===== config.mk =====
export PLATFORM = sky130hd
export DESIGN_NAME = pwr_seq_top
export DESIGN_NICKNAME = d
export VERILOG_FILES = /design/src/source/power_pkg.sv /design/src/source/regs_pkg.sv /design/src/source/seq_status_if.sv /design/src/source/pwr_seq_top.sv /design/src/source/rail_io_map.sv /design/src/source/rail_sequencer.sv /design/src/source/reg_decode.sv
export VERILOG_INCLUDE_DIRS = /design/src /design/src/source
export SDC_FILE = /design/constraint.sdc
export NUM_CORES = 1
export LEC_CHECK = 0
export ABC_AREA = 1
export BUFFER_PORTS_ARGS = -buffer_cell sky130_fd_sc_hd__buf_2
export CAP_MARGIN = 20
export CORE_ASPECT_RATIO = 1.75
export CORE_MARGIN = 3
export CORE_UTILIZATION = 28
export DETAILED_ROUTE_END_ITERATION = 10
export RECOVER_POWER = 100
export REMOVE_ABC_BUFFERS = 1
export SYNTH_ARGS = -nofsm -noshare
export SYNTH_HDL_FRONTEND = slang
export SYNTH_SLANG_ARGS = --single-unit

===== constraint.sdc =====
create_clock -name clk_in -period 1.6 [get_ports clk_in]
set_clock_uncertainty 0.1 [all_clocks]
set_input_delay 0.32 -clock clk_in [delete_from_list [all_inputs] [get_ports clk_in]]
set_output_delay 0.32 -clock clk_in [all_outputs]
set_load 0.02 [all_outputs]

===== src/source/pwr_seq_defines.svh =====
/*
 * Build constants for the power sequencer: rail count, timer lengths and
 * register map. Include it in any file that needs these values.
 * The timer counts are short so that simulation stays quick.
 */
`ifndef PWR_SEQ_DEFINES_SVH
`define PWR_SEQ_DEFINES_SVH

// Logical rails, rail 0 is the ATX supply
`define RAIL_COUNT 15

// Timer lengths in clk_in cycles
`define SETTLE_CYCLES 16
`define WATCHDOG_CYCLES 64

// Register map
`define ADDR_VERSION 8'h00
`define ADDR_CLR_ERR 8'h03
`define ADDR_PG_LATCH_HI 8'h05
`define ADDR_STATUS 8'h07
`define ADDR_EN_LO 8'h08
`define ADDR_PG_LO 8'h0A
`define ADDR_VENDOR 8'h0C

`endif


===== src/source/power_pkg.sv =====
/*
 * Rail-side types shared by the sequencer, the pin map and the status
 * interface. Refer to them with power_pkg:: scoped names.
 */
`include "pwr_seq_defines.svh"

package power_pkg;

	// One bit per logical rail, bit 0 powers up first
	typedef logic [`RAIL_COUNT-1:0] rail_vec_t;

	// Sequencer error flags
	typedef struct packed {
		logic wait_err;
		logic operation_err;
		logic err_found;
	} seq_err_t;

	// Rails fed only to the second CPU: 3, 6, 8, 10, 12 and 14
	localparam rail_vec_t cpub_rail_mask = 15'b101_0101_0100_1000;

endpackage


===== src/source/regs_pkg.sv =====
/*
 * Register-side types and identity constants for the read port.
 * Used by the register decoder and by the testbench to build expected data.
 */
package regs_pkg;

	typedef logic [7:0] reg_addr_t;
	typedef logic [7:0] reg_byte_t;

	localparam reg_byte_t FPGA_VERSION = 8'h06;

	// Vendor bytes, element 0 sits at the lowest vendor address
	localparam logic [3:0][7:0] VENDOR_ID = {8'h20, 8'h53, 8'h43, 8'h52};

	// Status register, MSB first
	typedef struct packed {
		logic [1:0] zero;
		logic cpub_present;
		logic wait_err;
		logic operation_err;
		logic err_found;
		logic sysen_sync;
		logic sysgood_int;
	} status_byte_t;

endpackage


===== src/source/seq_status_if.sv =====
/*
 * Sequencer state seen by the register decoder, plus the error clear
 * pulse going back. One instance lives in the top level.
 */
interface seq_status_if;

	power_pkg::rail_vec_t rail_en;
	power_pkg::rail_vec_t pg_sync;
	power_pkg::seq_err_t err;
	power_pkg::rail_vec_t pg_latch;
	logic sysen_sync;
	logic sysgood_int;
	// Single-cycle pulse
	logic clear_err;

	modport sequencer (output rail_en, pg_sync, err, pg_latch, sysen_sync, sysgood_int,
		input clear_err);

	modport decoder (input rail_en, pg_sync, err, pg_latch, sysen_sync, sysgood_int,
		output clear_err);

endinterface


===== src/source/pwr_seq_top.sv =====
/*
 * Top level of the board power sequencer. Connects the sequencer, the pin
 * map and the register decoder to the board pins and the register port.
 */
module pwr_seq_top (
	input logic clk_in,
	input logic arst_n,
	input logic sysen,
	input logic cpub_present_n,
	input logic bmc_software_pg,
	input power_pkg::rail_vec_t board_pg,
	input logic reg_sel,
	input regs_pkg::reg_addr_t reg_addr,
	input logic reg_rd,
	output power_pkg::rail_vec_t board_en,
	output logic cpub_clk_oe,
	output logic sysgood,
	output logic lpc_rst,
	output regs_pkg::reg_byte_t reg_rdata
);

	power_pkg::rail_vec_t rail_en;
	power_pkg::rail_vec_t rail_pg;
	logic cpub_present;

	seq_status_if sif ();

	rail_sequencer u_seq (
		.clk_in(clk_in),
		.arst_n(arst_n),
		.sysen(sysen),
		.rail_pg(rail_pg),
		.bmc_software_pg(bmc_software_pg),
		.status(sif.sequencer),
		.rail_en(rail_en),
		.sysgood(sysgood)
	);

	rail_io_map u_io (
		.clk_in(clk_in),
		.arst_n(arst_n),
		.cpub_present_n(cpub_present_n),
		.rail_en(rail_en),
		.board_pg(board_pg),
		.board_en(board_en),
		.rail_pg(rail_pg),
		.cpub_present(cpub_present),
		.cpub_clk_oe(cpub_clk_oe)
	);

	reg_decode u_regs (
		.clk_in(clk_in),
		.arst_n(arst_n),
		.reg_sel(reg_sel),
		.reg_addr(reg_addr),
		.reg_rd(reg_rd),
		.cpub_present(cpub_present),
		.status(sif.decoder),
		.reg_rdata(reg_rdata)
	);

	// LPC reset releases with the internal power good
	assign lpc_rst = sif.sysgood_int;

endmodule


===== src/source/rail_io_map.sv =====
/*
 * Maps logical rails onto board pins. Rail 0 drives the active-low ATX pin,
 * second-CPU rails are held off when that CPU is absent and their
 * power-good is forced so the sequence still completes.
 */
`include "pwr_seq_defines.svh"

module rail_io_map (
	input logic clk_in,
	input logic arst_n,
	input logic cpub_present_n,
	input power_pkg::rail_vec_t rail_en,
	input power_pkg::rail_vec_t board_pg,
	output power_pkg::rail_vec_t board_en,
	output power_pkg::rail_vec_t rail_pg,
	output logic cpub_present,
	output logic cpub_clk_oe
);

	// Pin polarity, only the ATX pin is inverted
	localparam power_pkg::rail_vec_t ACTIVE_LOW = power_pkg::rail_vec_t'(1);

	power_pkg::rail_vec_t absent_mask;

	assign absent_mask = power_pkg::cpub_rail_mask & {`RAIL_COUNT{~cpub_present}};

	always_ff @(posedge clk_in or negedge arst_n) begin
		if (!arst_n) begin
			board_en <= ACTIVE_LOW;
			rail_pg <= '0;
			cpub_present <= 1'b0;
			cpub_clk_oe <= 1'b0;
		end else begin
			board_en <= (rail_en & ~absent_mask) ^ ACTIVE_LOW;
			// Missing rails report good as soon as they are asked for
			rail_pg <= board_pg | (absent_mask & rail_en);
			cpub_present <= ~cpub_present_n;
			cpub_clk_oe <= ~cpub_present_n;
		end
	end

endmodule


===== src/source/rail_sequencer.sv =====
/*
 * Rail power sequencer. Brings rails up in index order once sysen is high,
 * each after the previous rail has held power-good for the settle time,
 * and drops them from the top when sysen falls. A watchdog and a lost
 * power-good check latch errors that hold every rail off until cleared.
 */
`include "pwr_seq_defines.svh"

module rail_sequencer (
	input logic clk_in,
	input logic arst_n,
	input logic sysen,
	input power_pkg::rail_vec_t rail_pg,
	input logic bmc_software_pg,
	seq_status_if.sequencer status,
	output power_pkg::rail_vec_t rail_en,
	output logic sysgood
);

	localparam int D_W = $clog2(`SETTLE_CYCLES + 1);
	localparam int W_W = $clog2(`WATCHDOG_CYCLES + 1);
	localparam int RC = `RAIL_COUNT;

	logic sysen_s1, sysen_s2;
	power_pkg::rail_vec_t pg_s1, pg_s2;
	power_pkg::rail_vec_t delay_done, pg_latch;
	power_pkg::rail_vec_t settle_req, settle_sel, wait_req, en_next;
	power_pkg::seq_err_t err;
	logic [D_W-1:0] d_count;
	logic [W_W-1:0] w_count;
	logic sysgood_int;

	always_ff @(posedge clk_in or negedge arst_n) begin
		if (!arst_n) begin
			sysen_s1 <= 1'b0;
			sysen_s2 <= 1'b0;
			pg_s1 <= '0;
			pg_s2 <= '0;
		end else begin
			sysen_s1 <= sysen;
			sysen_s2 <= sysen_s1;
			pg_s1 <= rail_pg;
			pg_s2 <= pg_s1;
		end
	end

	// Settling has priority over waiting, lowest rail first
	assign settle_req = pg_s2 & rail_en & ~delay_done;
	assign settle_sel = settle_req & (~settle_req + power_pkg::rail_vec_t'(1));
	assign wait_req = ~pg_s2 & rail_en;

	always_ff @(posedge clk_in or negedge arst_n) begin
		if (!arst_n) begin
			delay_done <= '0;
			d_count <= '0;
			w_count <= '0;
			err <= '0;
			pg_latch <= '0;
		end else begin
			if (status.clear_err) begin
				err <= '0;
				d_count <= '0;
				w_count <= '0;
			end else if (!sysen_s2 || err.err_found) begin
				d_count <= '0;
				w_count <= '0;
				delay_done <= '0;
			end else if (|settle_req) begin
				w_count <= '0;
				if (d_count == D_W'(`SETTLE_CYCLES - 1)) begin
					d_count <= '0;
					delay_done <= delay_done | settle_sel;
				end else begin
					d_count <= d_count + D_W'(1);
				end
			end else if (|wait_req) begin
				d_count <= '0;
				if (w_count == W_W'(`WATCHDOG_CYCLES - 1)) begin
					w_count <= '0;
					err.wait_err <= 1'b1;
				end else begin
					w_count <= w_count + W_W'(1);
				end
			end
			// Power-good lost on a rail that had settled
			if (|(delay_done & ~pg_s2)) begin
				err.operation_err <= 1'b1;
			end
			// Freeze the latch so it shows the state at the failure
			if ((err.wait_err || err.operation_err) && !status.clear_err) begin
				err.err_found <= 1'b1;
			end else begin
				pg_latch <= pg_s2;
			end
		end
	end

	// Up after the rail below settles, held while the rail above has power
	assign en_next = (({RC{sysen_s2}} & {delay_done[RC-2:0], 1'b1}) | {1'b0, pg_s2[RC-1:1]})
		& {RC{~err.err_found}};

	always_ff @(posedge clk_in or negedge arst_n) begin
		if (!arst_n) begin
			rail_en <= '0;
			sysgood_int <= 1'b0;
			sysgood <= 1'b0;
		end else begin
			rail_en <= en_next;
			sysgood_int <= delay_done[RC-1];
			sysgood <= delay_done[RC-1] & bmc_software_pg;
		end
	end

	assign status.rail_en = rail_en;
	assign status.pg_sync = pg_s2;
	assign status.err = err;
	assign status.pg_latch = pg_latch;
	assign status.sysen_sync = sysen_s2;
	assign status.sysgood_int = sysgood_int;

	a_err_all_off: assert property (@(posedge clk_in) disable iff (!arst_n)
		err.err_found |=> (rail_en == '0));

	// Settled rails always form a run starting at rail 0
	a_done_contig: assert property (@(posedge clk_in) disable iff (!arst_n)
		(delay_done & (delay_done + power_pkg::rail_vec_t'(1))) == '0);

endmodule


===== src/source/reg_decode.sv =====
/*
 * Byte-wide register read port. reg_sel loads the pointer, reg_rd steps it,
 * and the byte at the pointer is registered onto reg_rdata.
 * Selecting the clear-error address pulses clear_err to the sequencer.
 */
`include "pwr_seq_defines.svh"

module reg_decode (
	input logic clk_in,
	input logic arst_n,
	input logic reg_sel,
	input regs_pkg::reg_addr_t reg_addr,
	input logic reg_rd,
	input logic cpub_present,
	seq_status_if.decoder status,
	output regs_pkg::reg_byte_t reg_rdata
);

	regs_pkg::reg_addr_t ptr;
	regs_pkg::reg_addr_t rd_ptr;
	regs_pkg::reg_byte_t rd_byte;
	regs_pkg::status_byte_t stat;
	logic clear_q;

	// A read strobe returns the next byte straight away
	assign rd_ptr = reg_rd ? ptr + 8'd1 : ptr;

	assign stat = '{
		zero: 2'b00,
		cpub_present: cpub_present,
		wait_err: status.err.wait_err,
		operation_err: status.err.operation_err,
		err_found: status.err.err_found,
		sysen_sync: status.sysen_sync,
		sysgood_int: status.sysgood_int
	};

	always_comb begin
		case (rd_ptr)
			`ADDR_VERSION: rd_byte = regs_pkg::FPGA_VERSION;
			`ADDR_CLR_ERR: rd_byte = 8'hFF;
			`ADDR_PG_LATCH_HI: rd_byte = {1'b0, status.pg_latch[`RAIL_COUNT-1:8]};
			`ADDR_PG_LATCH_HI + 8'd1: rd_byte = status.pg_latch[7:0];
			`ADDR_STATUS: rd_byte = stat;
			`ADDR_EN_LO: rd_byte = status.rail_en[7:0];
			`ADDR_EN_LO + 8'd1: rd_byte = {1'b0, status.rail_en[`RAIL_COUNT-1:8]};
			`ADDR_PG_LO: rd_byte = status.pg_sync[7:0];
			`ADDR_PG_LO + 8'd1: rd_byte = {1'b0, status.pg_sync[`RAIL_COUNT-1:8]};
			`ADDR_VENDOR: rd_byte = regs_pkg::VENDOR_ID[0];
			`ADDR_VENDOR + 8'd1: rd_byte = regs_pkg::VENDOR_ID[1];
			`ADDR_VENDOR + 8'd2: rd_byte = regs_pkg::VENDOR_ID[2];
			`ADDR_VENDOR + 8'd3: rd_byte = regs_pkg::VENDOR_ID[3];
			default: rd_byte = 8'h00;
		endcase
	end

	always_ff @(posedge clk_in or negedge arst_n) begin
		if (!arst_n) begin
			ptr <= '0;
			clear_q <= 1'b0;
			reg_rdata <= '0;
		end else begin
			clear_q <= reg_sel && (reg_addr == `ADDR_CLR_ERR);
			if (reg_sel) begin
				ptr <= reg_addr;
			end else if (reg_rd) begin
				ptr <= rd_ptr;
			end
			reg_rdata <= rd_byte;
		end
	end

	assign status.clear_err = clear_q;

	// Host never selects and reads in the same cycle
	a_sel_rd_excl: assert property (@(posedge clk_in) disable iff (!arst_n)
		!(reg_sel && reg_rd));

endmodule


==> flow_summary_export.csv <==
group,metric,value,unit
synth,yosysSeqAreaShare,55.86,%
routing,wl_per_cell,16.78,um
timing,fin_setup_tns,-6.332,ns
power_and_ir_drop,p_int,7.292,mW
synth,synth_cells,705,
routing,postRouteWirelength,21450,um
timing,clock.fmax,501.2,MHz
floorplanning,fp.dieH,205.4,um
grt,grt_pass1_wl,33460,um
hold_path,min_delay_path_depth,2,
clock_network,cts-buffers-inserted,17,
grt,grt_max_degree,36,
hold_path,hold_end,"u_io.rail_pg[6]$_DFF_PN0_",
placement,io_buffer_count,55,
power_and_ir_drop,p_per_area,989.6,nW/um2
layout,syn_to_final_growth,56.39,%
clock_network,clkTransAtPathRegs,0.06,ns
grt,grt_antenna_before_repair,0,
power_and_ir_drop,leakage,4.691,nW
routing,num_vias,6156,
grt,grt_pass1_vias,6597,
outcome,violations,"negative setup slack",
synth,synth_ff_type,"dfrtp_1",
power_and_ir_drop,switchingPower,2.557,mW
clock_network,clockBufferDepth,2,
power_and_ir_drop,power_frac_seq,41.4,%
routing,drtPass1Iterations,5,
routing,ant_nets,0,
worst_setup_path,start_kind,"register",
grt,grtUsageTotal,17.61,%
clock_network,clkLatencyLatePin,0.43,ns
floorplanning,core,22250,um2
floorplanning,start_util,28.60,%
power_and_ir_drop,clkPwrFrac,44.9,%
layout,drive_above_1_share,38.39,%
power_and_ir_drop,swShare,25.96,%
clock_network,tritoncts,"yes",
clock_network,cts_sinks,142,
layout,num_antenna_cells,0,
grt,grt.overflow.total,0,
worst_setup_path,reg2reg_to,"u_regs.reg_rdata[6]$_DFF_PN0_",
clock_network,root_buffer,"clkbuf_16",
placement,hpwl,15110,um
timing,setup_ws,-0.3953,ns
routing,drt_first_iter_violations,356,
timing,slew_headroom,29.30,%
job,maxCapViolCount,0,
synth,async_reset_ff_share,100.0,%
worst_setup_path,r2r-start,"u_regs.ptr[2]$_DFFE_PN0P_",
placement,place_area,8140,um2
power_and_ir_drop,power_frac_comb,13.6,%
outcome,status,"finished, violations left",
timing,finalMaxSlewViolations,0,
timing,tightest_slew,1.060,ns
synth,synth_top_area_share,55.45,%
worst_setup_path,worstPathMaxFanout,7,
worst_setup_path,crit_type,"register to register",
timing,period_share,124.7,%
synth,synth_area,6364,um2
synth,synth_largest_area_cell,"dfrtp_1",
floorplanning,dieArea,24640,um2
synth,synthMostInstantiatedCell,"dfrtp_1",
timing,finalHoldViolations,0,
timing,setup_viol,37,
synth,synth_edf_count,0,
worst_setup_path,endpoint_kind,"register",
floorplanning,die_w,120.0,um
timing,layout_min_cycle_time,1.995,ns
synth,synth_common_cells,"dfrtp_1, nand2_1, inv_1",
routing,drc,0,
worst_setup_path,cp_data_required_time,1.86,ns
synth,ys_warn_count,0,
power_and_ir_drop,peakVddDrop,0.0008278,V
worst_setup_path,worstPathArrival,2.26,ns
placement,post-place-ws,-0.4533,ns
placement,gp_congestion,1.002,
timing,rsz0062_at_grt,"true",
floorplanning,row_count,72,
synth,avgSynthCellArea,9.026,um2
synth,synth_seq_cells,142,
routing,vias_per_cell,4.817,
hold_path,min_path_type,"input port to register",
worst_setup_path,r2r_slack,-0.40,ns
layout,fin_area,9952,um2
worst_setup_path,critPathLaunch,"u_regs.ptr[2]$_DFFE_PN0P_",
floorplanning,boundaryPins,56,
clock_network,htreeDepth,4,
hold_path,hold_start,"board_pg[6]",
synth,yosysUniqueCellTypes,40,
layout,layout.nets,1002,
worst_setup_path,worstRegToRegCells,12,
synth,netlist_top_cells_area,"dfrtp_1, nand2_1, inv_1, nand3_1, nor2_1",
routing by layer:
metal  wire (um)  GRT usage [%]  vias to the layer above  share of wire (%)
met5           0              0                        -                  0
met4        1770          13.27                        0                8.3
met3         664          2.420                      102                3.1
met2       11670          33.61                      213                 54
met1        7346          16.69                     2950                 34
li1            -              -                     2891                  -
placed cells by master (no fill, tap or decap), types with 5 or more instances in the layout:
cell           Yosys  layout
buf_4              1     135
nor2_4             9      18
nand2_8            0       6
clkbuf_16          0      18
buf_12             0      10
o21ai_0           28      13
nor3_1            17       8
dlygate4sd3_1      0      18
nor2_2             6       9
dfrtp_1          141     138
a21oi_1           24      16
nand3_4            1       6
clkbuf_1           4      43
buf_6              3      22
nand2_4            2       7
nand3_2            2      15
inv_1             87      81
a21oi_2            0       7
inv_2              3       8
nand2_1          119     102
o21ai_1           15       8
nand2_2            7      17
nor3_2             2       6
buf_2             11      29
nor2_1            62      50
o21ai_2            0      21
nor3_4             0       5
o21bai_1           6       6
nand3_1           63      46
o22ai_1           21      19
bufinv_16          0       5
nand4_1           37      37
cells by family after synthesis:
logic type | count (synthesis) | synth area share [%]
and+or+nand+nor | 337 | 25.86
DFF | 142 | 55.86
buffers and inverters | 113 | 7.334
AOI/OAI and AO/OA | 102 | 9.143
xor gates and xnor gates | 5 | 0.6881
muxes | 3 | 0.5308
adders and majority gates | 3 | 0.5899
worst max-delay path: stages, from the launching register on:
cell and delay [ns]:
dfrtp_1 0.45, nand2_4 0.10, nor2_4 0.19, nand3_2 0.09
nand2_2 0.10, nand2_4 0.08, nor2_4 0.21, buf_12 0.16
nand4_1 0.11, buf_4 0.17, nand2_2 0.05, nor2_2 0.04
nand3_1 0.06
flip-flops by register name, summed over array words and instances (netlist names):
| register | count |
|---|---|
| u_regs.ptr | 8 |
| u_io.board_en | 15 |
| u_seq.status.pg_sync | 15 |
| u_seq.status.pg_latch | 15 |
| u_seq.status.err | 3 |
| u_seq.sysgood | 1 |
| u_seq.rail_en | 15 |
| u_regs.status.clear_err | 1 |
| u_seq.status.sysgood_int | 1 |
| u_seq.sysen_s1 | 1 |
| u_regs.reg_rdata | 8 |
| u_seq.status.sysen_sync | 1 |
| u_seq.delay_done | 15 |
| u_seq.w_count | 7 |
| u_io.cpub_clk_oe | 1 |
| u_io.rail_pg | 15 |
| u_seq.pg_s1 | 15 |
| u_seq.d_count | 5 |
layout make-up:
class | count | area, um2
Fill cell | 2080 | 12300
Tap cell | 296 | 370.4
Inverter | 92 | 360.3
Sequential cell | 142 | 3558
Multi-Input combinational cell | 455 | 2984
Timing Repair Buffer | 261 | 2026
Clock inverter | 12 | 206.4
Clock buffer | 20 | 446.7
worst max-delay path by stage:
stage                                                to  cells after the start
after floorplan           u_regs.reg_rdata[3]$_DFF_PN0_                     10
after global routing      u_regs.reg_rdata[2]$_DFF_PN0_                     14
after CTS                 u_regs.reg_rdata[2]$_DFF_PN0_                     14
final                     u_regs.reg_rdata[6]$_DFF_PN0_                     12
after global placement    u_regs.reg_rdata[3]$_DFF_PN0_                     12
after detailed placement  u_regs.reg_rdata[3]$_DFF_PN0_                     12
power by group through the flow:
stage | clock network [mW] | logic, mW | registers (mW)
after floorplan | 0 | 0.565 | 4.09
after global placement | 0 | 1.12 | 4.13
after detailed placement | 0 | 1.14 | 4.14
after CTS | 4.51 | 1.29 | 4.08
after global routing | 4.65 | 1.48 | 4.10
final | 4.43 | 1.34 | 4.08
stage by stage:
stage	power [mW]	utilization (%)	instances	hold slack, ns
after floorplan	4.654	-	684	-0.07559
after global placement	5.250	36.58	1188	0.1487
after detailed placement	5.279	36.58	1188	0.1509
after CTS	9.879	43.58	1269	0.01143
after global routing	10.24	44.73	1278	0.03183
final	9.849	44.73	1278	0.02331
timing repair:
item | CTS | global route
resized for setup | 107 | 73
setup endpoints to repair | 38 | 38
cloned | 7 | 1
setup buffers | 24 | 13
pin swaps | 34 | 44
hold buffers | 18 | 0
endpoints found under the hold margin | 46 | 0
Power figures use the tool's default switching activity.
